===== config.mk =====
export PLATFORM = sky130hd
export DESIGN_NAME = send_sched_top
export DESIGN_NICKNAME = d
export VERILOG_FILES = /design/src/verilog/send_pkg.sv /design/src/verilog/send_sched_top.sv /design/src/verilog/status_leds.sv /design/src/verilog/send_channel.sv /design/src/verilog/send_timer.sv
export SDC_FILE = /design/constraint.sdc
export NUM_CORES = 1
export LEC_CHECK = 0
export BUFFER_PORTS_ARGS = -buffer_cell sky130_fd_sc_hd__buf_2
export CORE_MARGIN = 1.5
export CORE_UTILIZATION = 35
export CTS_BUF_LIST = sky130_fd_sc_hd__clkbuf_8
export CTS_CLUSTER_SIZE = 28
export DETAILED_ROUTE_END_ITERATION = 7
export SLEW_MARGIN = 10
export SYNTH_ARGS = -nofsm -noshare
export SYNTH_HDL_FRONTEND = slang
export SYNTH_HIERARCHICAL = 1
export SYNTH_SLANG_ARGS = --single-unit

===== constraint.sdc =====
create_clock -name clk_50_pll -period 2.5 [get_ports clk_50_pll]
set_input_delay 0.25 -clock clk_50_pll [delete_from_list [all_inputs] [get_ports clk_50_pll]]
set_output_delay 0.25 -clock clk_50_pll [all_outputs]
set_load 0.05 [all_outputs]

===== src/verilog/send_pkg.sv =====
// send scheduler sizes, shared types, timer constants, per-port tables, LED constants
package send_pkg;

    // ------------------------------------------------------------------------
    // sizes and shared types
    // ------------------------------------------------------------------------
    localparam int NUM_PORTS = 2;
    localparam int ADDR_W    = 25;   // start RAM address width
    localparam int CNT_W     = 32;   // send timer width

    typedef logic [ADDR_W-1:0] ram_addr_t;
    typedef logic [CNT_W-1:0]  count_t;

    // ------------------------------------------------------------------------
    // send timer and command shape
    // ------------------------------------------------------------------------
    // period ends ten counts past the second slot
    localparam int     CYCLE_LEN  = 522;
    localparam count_t CYCLE_LAST = count_t'(CYCLE_LEN - 1);

    localparam count_t PULSE_LEN = 3;   // scheduled command length

    // per-port schedule
    localparam count_t    SEND_AT    [NUM_PORTS] = '{32'd255, 32'd511};
    localparam ram_addr_t START_ADDR [NUM_PORTS] = '{25'd1, 25'd5};

    // 0 periodic, 1 one shot then echo of data saved
    localparam bit ECHO_MODE [NUM_PORTS] = '{1'b0, 1'b1};

    // ------------------------------------------------------------------------
    // status LEDs
    // ------------------------------------------------------------------------
    localparam int BLINK_HALF = 250;
    localparam int BLINK_W    = $clog2(BLINK_HALF);
    localparam logic [BLINK_W-1:0] BLINK_LAST = BLINK_W'(BLINK_HALF - 1);

    localparam int ACT_HOLD = 64;   // stretch after the command drops
    localparam int ACT_W    = $clog2(ACT_HOLD + 1);
    localparam logic [ACT_W-1:0] ACT_LOAD = ACT_W'(ACT_HOLD);

endpackage

===== src/verilog/send_sched_top.sv =====
// top level: send timer, generated send channels and status LED block
`timescale 1ns/1ps

module send_sched_top
(
    input  logic                                             clk_50_pll,
    input  logic                                             main_reset,

    input  logic                                             mac_inited,
    input  logic                                             rx_ready,
    input  logic                [send_pkg::NUM_PORTS-1:0]    data_saved,

    output logic                [send_pkg::NUM_PORTS-1:0]    cmd_send,
    output send_pkg::ram_addr_t [send_pkg::NUM_PORTS-1:0]    start_ram_addr,

    output logic                                             blink_led,
    output logic                                             link_led,
    output logic                [send_pkg::NUM_PORTS-1:0]    act_led
);

    logic             run;
    send_pkg::count_t count;

    // ------------------------------------------------------------------------
    // shared send timer
    // ------------------------------------------------------------------------
    send_timer send_timer_i
    (
        .clk_50_pll (clk_50_pll),
        .main_reset (main_reset),
        .mac_inited (mac_inited),
        .rx_ready   (rx_ready),
        .run        (run),
        .count      (count)
    );

    // ------------------------------------------------------------------------
    // one channel per Ethernet port
    // ------------------------------------------------------------------------
    generate
        for (genvar i = 0; i < send_pkg::NUM_PORTS; i++)
        begin : g_chan
            send_channel #(.port_index(i)) send_channel_i
            (
                .clk_50_pll (clk_50_pll),
                .main_reset (main_reset),
                .run        (run),
                .count      (count),
                .data_saved (data_saved[i]),
                .cmd_send   (cmd_send[i]),
                .start_addr (start_ram_addr[i])
            );
        end
    endgenerate

    status_leds status_leds_i
    (
        .clk_50_pll (clk_50_pll),
        .main_reset (main_reset),
        .run        (run),
        .cmd_send   (cmd_send),
        .blink_led  (blink_led),
        .link_led   (link_led),
        .act_led    (act_led)
    );

endmodule


===== src/verilog/status_leds.sv =====
// status LEDs: health blink divider, link LED and stretched per-port activity LEDs
`timescale 1ns/1ps

module status_leds
(
    input  logic                          clk_50_pll,
    input  logic                          main_reset,

    input  logic                          run,
    input  logic [send_pkg::NUM_PORTS-1:0] cmd_send,

    output logic                          blink_led,
    output logic                          link_led,
    output logic [send_pkg::NUM_PORTS-1:0] act_led
);

    logic [send_pkg::BLINK_W-1:0] blink_cnt;

    // ------------------------------------------------------------------------
    // health blink, independent of run
    // ------------------------------------------------------------------------
    always_ff @(posedge clk_50_pll or posedge main_reset)
    begin
        if (main_reset)
        begin
            blink_cnt <= '0;
            blink_led <= 1'b0;
        end
        else if (blink_cnt == send_pkg::BLINK_LAST)
        begin
            blink_cnt <= '0;
            blink_led <= ~blink_led;
        end
        else
        begin
            blink_cnt <= blink_cnt + 1'b1;
        end
    end

    always_ff @(posedge clk_50_pll or posedge main_reset)
    begin
        if (main_reset)
            link_led <= 1'b0;
        else
            link_led <= run;   // one cycle behind the timer
    end

    // ------------------------------------------------------------------------
    // activity stretch, one hold counter per port
    // ------------------------------------------------------------------------
    generate
        for (genvar i = 0; i < send_pkg::NUM_PORTS; i++)
        begin : g_act
            logic [send_pkg::ACT_W-1:0] hold_cnt;

            always_ff @(posedge clk_50_pll or posedge main_reset)
            begin
                if (main_reset)
                    hold_cnt <= '0;
                else if (cmd_send[i])
                    hold_cnt <= send_pkg::ACT_LOAD;   // reload while command is up
                else if (hold_cnt != '0)
                    hold_cnt <= hold_cnt - 1'b1;
            end

            assign act_led[i] = (hold_cnt != '0);

            // a command from the channel shows up on the next clock
            a_act_follows : assert property (@(posedge clk_50_pll) disable iff (main_reset)
                cmd_send[i] |=> act_led[i]);
        end
    endgenerate

endmodule


===== src/verilog/send_channel.sv =====
// send channel: scheduled command pulse, one-shot flag and data-saved echo follower
`timescale 1ns/1ps

module send_channel
#(
    parameter int port_index = 0
)
(
    input  logic                clk_50_pll,
    input  logic                main_reset,

    input  logic                run,
    input  send_pkg::count_t    count,
    input  logic                data_saved,

    output logic                cmd_send,
    output send_pkg::ram_addr_t start_addr
);

    // ------------------------------------------------------------------------
    // per-port configuration
    // ------------------------------------------------------------------------
    localparam send_pkg::count_t    slot      = send_pkg::SEND_AT[port_index];
    localparam send_pkg::count_t    pulse_end = slot + send_pkg::PULSE_LEN;
    localparam send_pkg::ram_addr_t addr      = send_pkg::START_ADDR[port_index];
    localparam bit                  echo_mode = send_pkg::ECHO_MODE[port_index];

    logic first_done;   // scheduled shot already sent
    logic sched_on;

    // periodic channels never leave the schedule
    assign sched_on = !echo_mode || !first_done;

    // ------------------------------------------------------------------------
    // command generator
    // ------------------------------------------------------------------------
    always_ff @(posedge clk_50_pll or posedge main_reset)
    begin
        if (main_reset)
        begin
            cmd_send   <= 1'b0;
            start_addr <= '0;
            first_done <= 1'b0;
        end
        else if (run)
        begin
            if (sched_on && count == slot)
            begin
                cmd_send   <= 1'b1;
                start_addr <= addr;
            end
            else if (sched_on && count == pulse_end)
            begin
                cmd_send   <= 1'b0;
                first_done <= echo_mode;   // echo ports leave the schedule here
            end
            else if (!sched_on)
            begin
                // follow the receive side once the first shot is out
                if (data_saved && !cmd_send)
                begin
                    cmd_send   <= 1'b1;
                    start_addr <= addr;
                end
                else if (!data_saved)
                begin
                    cmd_send <= 1'b0;
                end
            end
        end
    end

    // ------------------------------------------------------------------------
    // checks
    // ------------------------------------------------------------------------
    // command and timer must freeze together
    a_hold_stopped : assert property (@(posedge clk_50_pll) disable iff (main_reset)
        !run |=> $stable(cmd_send));

    generate
        if (!echo_mode)
        begin : g_periodic_chk
            // a periodic command only lives inside its own slot window
            a_in_window : assert property (@(posedge clk_50_pll) disable iff (main_reset)
                cmd_send |-> (count > slot && count <= pulse_end));
        end
    endgenerate

endmodule


===== src/verilog/send_timer.sv =====
// send timer: registered run qualifier and wrapping send period counter
`timescale 1ns/1ps

module send_timer
(
    input  logic             clk_50_pll,
    input  logic             main_reset,

    input  logic             mac_inited,
    input  logic             rx_ready,

    output logic             run,
    output send_pkg::count_t count
);

    // MAC up and receive side locked
    always_ff @(posedge clk_50_pll or posedge main_reset)
    begin
        if (main_reset)
        begin
            run <= 1'b0;
        end
        else
        begin
            run <= mac_inited & rx_ready;
        end
    end

    // free running period counter, frozen while not running
    always_ff @(posedge clk_50_pll or posedge main_reset)
    begin
        if (main_reset)
        begin
            count <= '0;
        end
        else if (run)
        begin
            if (count == send_pkg::CYCLE_LAST)
                count <= '0;            // end of period
            else
                count <= count + 1'b1;
        end
    end

    // channels rely on every slot value being reachable within one period
    a_count_bound : assert property (@(posedge clk_50_pll) disable iff (main_reset)
        count <= send_pkg::CYCLE_LAST);

endmodule


==> flow_summary.toml, run 1 <==
[critical_path]
worst_ep_required_time_ps = 2250
crit_fanout = 4
worstPathCellList = "inv_1 > ha_1 > or3b_2 > nor4_4 > inv_1 > buf_2"
r2r_cells = 5
cp-start-kind = "register"
reg2reg_to = "send_timer_i/count[28]$_DFFE_PP0P_"
cp.arrival_ps = 2050
criticalPathCategory = "reg2out"
rrSetupSlack_ps = 490
end_kind = "primary output"
cpMaxStageDelayCell = "or3b_2"
cpPeakStageDelay_ps = 520
crit_path_frequent_cell = "inv_1"
r2r_start = "send_timer_i/count[0]$_DFFE_PP0P_"

[yosys]
yosys-top-cells-count = "dfrtp_1 (62), buf_4 (48), nor2_1 (30), xnor2_1 (22), inv_1 (20)"
syn_inst = 367
synth_area_leaders = "dfrtp_1 (43%), buf_4 (9.9%), xnor2_1 (5.3%), xor2_1 (3.1%), nor2_1 (3.1%)"
synth_ff_type = "dfrtp_1"
synth_edf_count = 0
async_reset_ff_share_pct = 100
ys_warn_count = 6
synth_top_area_cell = "dfrtp_1"
syn-cell-area_mm2 = 0.00364
synth_seq_area_share_pct = 42.6
synth_top_area_share_pct = 42.6
syn_avg_cell_area_um2 = 9.91
yosysMostFrequentCell = "dfrtp_1"
netlist-cell-type-count = 53
ys_seq_elements = 62

[sta]
fin_crit_ps = 2300
min_period_over_period_pct = 92.1
setup_viol = 0
tns_ps = 0
fin_skew_ps = 9.16
worst_slack_ps = 198
hold_viol = 0
max_slew.worst_pin.slew_ps = 948
slew_headroom_pct = 36.7
max_clock_freq_mhz = 434
maxSlewViolCount = 0
rsz0062_at_grt = "no"

[die]
rows = 37
num_io_pins = 62
die_y_um = 105
initial_core_util_pct = 35.7
dieWidth_um = 105
die-area_mm2 = 0.0110
core_mm2 = 0.0102

[clock_network]
cts_buffers = 9
cts_tree = "yes"
cts_sinks = 62
cts.clk_slew.worst_paths_ps = 70
h-tree-depth = 3
cts_buffer_depth = 2
clkLatencyLatePin_ps = 340
ctsRootBufferMaster = "clkbuf_8"

[placement]
dpl.hpwl_um = 4660
pre_cts_slack_ps = 509
numPortBuffers = 13
gp_congestion = 0.845

[layout]
fin_nets = 399
drive_gt1_share_pct = 13.8
antenna_cells = 0
area_growth_pct = 7.94

[min_path]
hold_start = "rx_ready"
whs_path_depth = 2
hold_end = "send_timer_i/run$_DFF_PP0_"
hp-class = "in2reg"

[power]
pwr_density_cell_mw_per_mm2 = 673
total_leakage_power_nw = 1.86
vdd_drop_max_v = 0.000281

[grt]
grt_pass1_wl_um = 11400
grt.overflow.total = 0
track_usage_pct = 12.9
grt_start_max_net_pins = 34
grt_antenna_before_repair = 0
grt_pass1_vias = 2428

[route]
detail_route.wl_per_cell_um = 12.5
first_pass_iters = 4
drcViolationCount = 0
route.final.wire_length_um = 6620
initialDrtViolationCount = 171
antenna_left = 0
vias_per_cell = 4.85
num_vias = 2561

[job]
drv_cap = 0

[outcome]
outcome = "completed"
[report_power, final]
| part | internal (mW) | switching (mW) | total (mW) | leakage (nW) |
|---|---|---|---|---|
| clock | 0.638 | 0.383 | 1.02 | 0.124 |
| sequential | 1.06 | 0.136 | 1.19 | 0.834 |
| combinational | 0.128 | 0.302 | 0.430 | 0.899 |
| total | 1.82 | 0.821 | 2.64 | 1.86 |
[how the worst max path moves through the flow]
stage | from | end | slack (ps) | cells past startpoint
4_1_cts | status_leds_i/g_act[1].hold_cnt[0]$_DFFE_PP0P_ | act_led[1] | 140 | 6
2_1_floorplan | status_leds_i/g_act[1].hold_cnt[0]$_DFFE_PP0P_ | act_led[1] | 660 | 5
6_report | status_leds_i/g_act[1].hold_cnt[0]$_DFFE_PP0P_ | act_led[1] | 200 | 6
3_3_place_gp | send_timer_i/count[0]$_DFFE_PP0P_ | send_timer_i/count[28]$_DFFE_PP0P_ | 540 | 5
3_5_place_dp | send_timer_i/count[0]$_DFFE_PP0P_ | send_timer_i/count[28]$_DFFE_PP0P_ | 510 | 5
5_1_grt | status_leds_i/g_act[1].hold_cnt[0]$_DFFE_PP0P_ | act_led[1] | 50 | 6
[placed cells by master, fill, tap and decap left out, types with 4 or more instances in the layout]
cell / n
a21oi_1: 6
and3_1: 6
and4_1: 5
buf_2: 13
clkbuf_8: 12
conb_1: 47
dfrtp_1: 62
ha_1: 6
inv_1: 21
mux2_2: 4
nand2_1: 16
nand2b_1: 5
nand3_1: 16
nand4_1: 15
nor2_1: 30
nor3_1: 7
nor4_1: 16
nor4_2: 5
o21ai_0: 6
o41ai_1: 4
or3_1: 5
xnor2_1: 22
xor2_1: 13
[through the flow]
stage               power [mW]  cells  hold slack (ps)  util, %  cell area, um^2
floorplan                 1.60    412            -8.82        -             3810
global placement          1.62    511              132     36.2             3680
detailed placement        1.64    511              134     36.2             3680
CTS                       2.67    528              108     38.6             3930
global route              2.79    528              103     38.6             3930
finish                    2.64    528              122     38.6             3930
[flip-flops by register name (all words and copies together) (netlist names)]
| name | cells |
|---|---|
| g_chan.send_channel_i/cmd_send | 2 |
| g_chan.send_channel_i/first_done | 1 |
| g_chan.send_channel_i/start_addr | 2 |
| send_timer_i/count | 32 |
| send_timer_i/run | 1 |
| status_leds_i/blink_cnt | 8 |
| status_leds_i/blink_led | 1 |
| status_leds_i/g_act.hold_cnt | 14 |
| status_leds_i/link_led | 1 |
[metal layers]
metal	global-route usage, %	part of all wire [%]	up-vias
met2	19.5	47	47
met1	16.8	48	1247
met4	5.58	1.7	0
li1	-	-	1257
met5	0	0	-
met3	4.49	3.9	10
[what timing repair did]
| action | 4_1_cts | 5_1_grt |
|---|---|---|
| setup buffers | 0 | 0 |
| endpoints found under the setup margin | 0 | 0 |
| gates resized for setup | 0 | 0 |
| endpoints found under the hold margin | 5 | 0 |
| hold buffers | 1 | 0 |
[worst max-delay path: cells and delay by family (launching register included)]
family                     cells  cell delay (ps)
adders and majority gates      1              200
DFF                            1              390
and+or+nand+nor                2              770
buffers and inverters          3              360
[kinds of logic after synthesis]
kind of cell	synth area share, %
XOR/XNOR	8.42
buffers and inverters	12.7
AO/OA/AOI/OAI	5.57
AND/OR/NAND/NOR	27.2
multiplexers	1.24
adder cells (fa/ha/maj)	2.06
flip-flops	42.6
other	0.206
[cell type report]
type,instances,area (um^2)
multi-input cells,276,1800
clock inverters,4,68.8
flip-flops and latches,62,1550
fillers,1021,6260
inverters,21,78.8
well taps,136,170
repair buffers,17,97.6
clock buffers,12,165
No activity file was read; power rests on OpenSTA's default activity.
==> inputs of run 2 (changes only) <==
--- a/config.mk
+++ b/config.mk
@@ -6,11 +6,14 @@
 export NUM_CORES = 1
 export LEC_CHECK = 0
 export BUFFER_PORTS_ARGS = -buffer_cell sky130_fd_sc_hd__buf_2
+export CELL_PAD_IN_SITES_DETAIL_PLACEMENT = 1
+export CELL_PAD_IN_SITES_GLOBAL_PLACEMENT = 1
 export CORE_MARGIN = 1.5
 export CORE_UTILIZATION = 35
 export CTS_BUF_LIST = sky130_fd_sc_hd__clkbuf_8
 export CTS_CLUSTER_SIZE = 28
 export DETAILED_ROUTE_END_ITERATION = 7
+export PLACE_DENSITY_LB_ADDON = 0.1
 export SLEW_MARGIN = 10
 export SYNTH_ARGS = -nofsm -noshare
 export SYNTH_HDL_FRONTEND = slang
==> flow_summary.toml, run 2 (same netlist as run 1, synthesis figures left out) <==
[sta]
fin_crit_ps = 2320
maxSlewViolCount = 0
setup_viol = 0
tns_ps = 0
min_period_over_period_pct = 92.8
slew_headroom_pct = 66.5
hold_viol = 0
rsz0062_at_grt = "no"
max_slew.worst_pin.slew_ps = 502
fin_skew_ps = 10.4
max_clock_freq_mhz = 431

[critical_path]
end_kind = "primary output"
cpPeakStageDelay_ps = 510
r2r_start = "send_timer_i/count[0]$_DFFE_PP0P_"
critPathBufInv = 3
reg2reg_to = "send_timer_i/count[30]$_DFFE_PP0P_"
cp-start-kind = "register"
criticalPathCategory = "reg2out"
rrSetupSlack_ps = 480
cp_top_family = "simple AND/OR/NAND/NOR gates"
worst_ep_required_time_ps = 2250
cp.arrival_ps = 2070
crit_fanout = 4
cpMaxStageDelayCell = "or4b_4"
worstPathCellList = "inv_1 > ha_1 > or4b_4 > nor3_4 > inv_2 > buf_2"
r2r_cells = 5

[layout]
fin_nets = 400
reg_top3 = "send_timer_i/count: 32 flops, status_leds_i/g_act.hold_cnt: 14 flops, status_leds_i/blink_cnt: 8 flops"
final_cell_mix = "dfrtp_1 (62), conb_1 (47), nor2_1 (30)"
area_growth_pct = 7.84
stdcell_area_mm2 = 0.00392
final_common_cell = "dfrtp_1"
drive_gt1_share_pct = 14.2
fillers = 1175
top_register = "send_timer_i/count"
antenna_cells = 0
largest_register_ffs = 32
fin_util_pct = 38.5

[route]
vias_per_cell = 4.88
drcViolationCount = 0
initialDrtViolationCount = 77
first_pass_iters = 4
detail_route.wl_per_cell_um = 14.7
route.final.wire_length_um = 7760
antenna_left = 0
num_vias = 2579

[clock_network]
cts_buffer_depth = 2
cts.clk_slew.worst_paths_ps = 80
clkLatencyLatePin_ps = 340
cts_tree = "yes"
cts_sinks = 62
ctsRootBufferMaster = "clkbuf_8"
h-tree-depth = 3
cts_buffers = 9

[die]
die-area_mm2 = 0.0110
die_y_um = 105
rows = 37
num_io_pins = 62
initial_core_util_pct = 35.7
dieWidth_um = 105
core_mm2 = 0.0102

[placement]
numPortBuffers = 13
placed_area_mm2 = 0.00369
dpl.hpwl_um = 5390
gp_congestion = 0.719

[job]
drv_cap = 0

[grt]
grt_antenna_before_repair = 0
track_usage_pct = 15.4
grt_pass1_vias = 2634
grt_pass1_wl_um = 13400
grt_start_max_net_pins = 34
grt.overflow.total = 0

[power]
pwr_density_cell_mw_per_mm2 = 670
vdd_drop_max_v = 0.000220
total_leakage_power_nw = 1.85

[outcome]
outcome = "completed"

[min_path]
hp-class = "in2reg"
hold_end = "send_timer_i/run$_DFF_PP0_"
hold_start = "rx_ready"
whs_path_depth = 2
run 2: cell count changes in the layout (fill, tap and decap cells not counted):
cell        delta
inv_1          -1
buf_4          +1
clkinvlp_4     +2
clkbuf_8       -2
clkinv_2       +1
run 2: metal layers:
metal,vias up,global-route usage (%),share of wire (%)
met5,-,0,0
met4,0,5.87,0.85
met3,4,4.18,3.3
met2,41,24.3,47
met1,1285,20.0,49
li1,1249,-,-
run 2: where the power goes:
group | leakage (nW) | switching (mW) | internal [mW] | total [mW]
Combinational | 0.904 | 0.304 | 0.128 | 0.432
Clock | 0.108 | 0.417 | 0.585 | 1.00
Sequential | 0.834 | 0.141 | 1.06 | 1.20
run 2: cell type report:
cell class | count | area, um^2 | area share, %
clock inverters | 6 | 85.1 | 2.17
inverters | 21 | 78.8 | 2.01
clock buffers | 10 | 138 | 3.51
repair buffers | 18 | 105 | 2.68
multi-input cells | 276 | 1800 | 45.8
flip-flops and latches | 62 | 1550 | 39.5
well taps | 136 | 170 | 4.34
run 2: how the worst max path moves through the flow:
stage                                                    from                            endpoint  slack (ps)  depth (start not counted)
2_1_floorplan  status_leds_i/g_act[1].hold_cnt[0]$_DFFE_PP0P_                          act_led[1]         660                          5
3_3_place_gp                send_timer_i/count[0]$_DFFE_PP0P_  send_timer_i/count[24]$_DFFE_PP0P_         510                          5
3_5_place_dp                send_timer_i/count[0]$_DFFE_PP0P_  send_timer_i/count[26]$_DFFE_PP0P_         490                          5
4_1_cts        status_leds_i/g_act[1].hold_cnt[0]$_DFFE_PP0P_                          act_led[1]         120                          6
5_1_grt        status_leds_i/g_act[0].hold_cnt[0]$_DFFE_PP0P_                          act_led[0]          40                          6
6_report       status_leds_i/g_act[0].hold_cnt[0]$_DFFE_PP0P_                          act_led[0]         180                          6
run 2: metrics by stage:
step	hold slack (ps)	setup WS (ps)	total power, mW	cells
6_report	116	180	2.63	529
3_3_place_gp	138	508	1.64	512
4_1_cts	89.1	119	2.69	529
2_1_floorplan	-8.82	656	1.60	412
3_5_place_dp	141	494	1.65	512
5_1_grt	91.7	35.6	2.79	529
run 2: timing repair:
action | CTS | global route
resized for setup | 0 | 0
hold endpoints to repair | 29 | 0
hold buffers | 1 | 0
buffers inserted | 0 | 0
==> inputs of run 3 (changes only) <==
==> constraint.sdc (replaced) <==
create_clock -name clk_50_pll -period 2.5 [get_ports clk_50_pll]
set_input_delay 0.5 -clock clk_50_pll [delete_from_list [all_inputs] [get_ports clk_50_pll]]
set_output_delay 0.5 -clock clk_50_pll [all_outputs]
set_load 0.05 [all_outputs]
==> flow_summary.toml, run 3 (same netlist as run 1, synthesis figures left out) <==
[grt]
grt_pass1_wl_um = 13200
grt.overflow.total = 0
track_usage_pct = 15.1
grt_antenna_before_repair = 0
grt_start_max_net_pins = 34
grt_pass1_vias = 2581

[die]
num_io_pins = 62
die_y_um = 105
die-area_mm2 = 0.0110
core_mm2 = 0.0102
dieWidth_um = 105
rows = 37
initial_core_util_pct = 35.7

[clock_network]
clkLatencyLatePin_ps = 350
cts.clk_slew.worst_paths_ps = 70
cts_tree = "yes"
h-tree-depth = 3
cts_sinks = 62
ctsRootBufferMaster = "clkbuf_8"
cts_buffers = 9
cts_buffer_depth = 2

[critical_path]
end_kind = "primary output"
worst_ep_required_time_ps = 2000
cp.arrival_ps = 1870
cp-start-kind = "register"
critPathLaunch = "status_leds_i/g_act[1].hold_cnt[0]$_DFFE_PP0P_"
crit_fanout = 4
r2r_cells = 4
criticalPathCategory = "reg2out"
r2r_start = "send_timer_i/run$_DFF_PP0_"

[outcome]
outcome = "completed"

[sta]
maxSlewViolCount = 0
fin_crit_ps = 2370
max_clock_freq_mhz = 422
setup_viol = 0
max_slew.worst_pin.slew_ps = 510
slew_headroom_pct = 66.0
min_period_over_period_pct = 94.9
fin_skew_ps = 9.65
rsz0062_at_grt = "no"
hold_viol = 0
tns_ps = 0

[layout]
antenna_cells = 0
area_growth_pct = 8.87
largest_register_ffs = 32
final_cell_mix = "dfrtp_1 (62), conb_1 (47), nor2_1 (30)"
final_common_cell = "dfrtp_1"
drive_gt1_share_pct = 15.3
reg_top3 = "send_timer_i/count: 32 flops, status_leds_i/g_act.hold_cnt: 14 flops, status_leds_i/blink_cnt: 8 flops"
fin_nets = 405
fin_cells = 534
top_register = "send_timer_i/count"

[route]
vias_per_cell = 4.83
initialDrtViolationCount = 81
antenna_left = 0
detail_route.wl_per_cell_um = 14.5
first_pass_iters = 4
drcViolationCount = 0
route.final.wire_length_um = 7750
num_vias = 2580

[power]
combPwrFrac_pct = 18.0
p_int_mw = 1.78
vdd_drop_max_v = 0.000311
pwr_density_cell_mw_per_mm2 = 662
sw_frac_of_total_pct = 32.1
sequentialPowerShare_pct = 45.0
total_leakage_power_nw = 1.88
p_sw_mw = 0.842
pwr-share-clk_pct = 37.0

[placement]
numPortBuffers = 13
dpl.hpwl_um = 5420
dp.cells = 513
gp_congestion = 0.734

[min_path]
hp-class = "in2async"

[job]
drv_cap = 0
-- run 3: layout make-up --
| class | instances | area [um^2] |
|---|---|---|
| Fill cell | 1196 | 6220 |
| Clock buffer | 10 | 138 |
| Multi-Input combinational cell | 276 | 1800 |
| Inverter | 21 | 78.8 |
| Timing Repair Buffer | 23 | 145 |
| Sequential cell | 62 | 1550 |
| Clock inverter | 6 | 77.6 |
| Tap cell | 136 | 170 |
-- run 3: final timing paths --
kind | slack [ps] | to
setup reg to reg | 550 | send_timer_i/count[24]$_DFFE_PP0P_
hold reg to reg | 460 | status_leds_i/blink_led$_DFFE_PP0N_
hold / removal | 30 | g_chan[0].send_channel_i/cmd_send$_DFFE_PP0P_
min in group clk_50_pll | 360 | send_timer_i/run$_DFF_PP0_
setup / recovery | 130 | act_led[1]
max in group asynchronous | 1900 | send_timer_i/count[14]$_DFFE_PP0P_
-- run 3: worst max-delay path, cell delays in order, from the launching register on --
cell and delay, ps:
dfrtp_1 400, inv_1 80, ha_2 200, or3b_4 410, nor4_4 180, inv_1 70, buf_4 190
-- run 3: repair_timing --
item                       in CTS  in global routing
gates cloned                    0                  0
setup buffers                   2                  3
pin swaps                       2                  2
resized for setup               4                  0
hold buffers                    0                  0
setup endpoints to repair       2                  2
-- run 3: layer usage --
metal / routed length, um / track usage (%) / vias up
met5: 0 / 0 / -
met4: 63 / 4.79 / 0
met3: 257 / 4.05 / 5
met2: 3550 / 23.0 / 40
met1: 3880 / 20.8 / 1274
li1: - / - / 1261
-- run 3: power by group through the flow --
stage / sequential (mW) / combinational [mW] / clock, mW
4_1_cts: 1.18 / 0.474 / 1.01
6_report: 1.18 / 0.472 / 0.969
3_3_place_gp: 1.20 / 0.455 / 0
2_1_floorplan: 1.18 / 0.430 / 0
3_5_place_dp: 1.20 / 0.464 / 0
5_1_grt: 1.20 / 0.522 / 1.05
-- run 3: stage by stage --
step	setup slack (ps)	cell area, um^2	hold WS [ps]	total power, mW	utilization [%]
3_5_place_dp	272	3700	396	1.66	36.3
5_1_grt	6.53	3960	23.0	2.77	38.9
6_report	128	3960	32.7	2.62	38.9
4_1_cts	4.73	3940	18.7	2.66	38.7
3_3_place_gp	293	3700	389	1.65	36.3
2_1_floorplan	406	3810	241	1.60	-
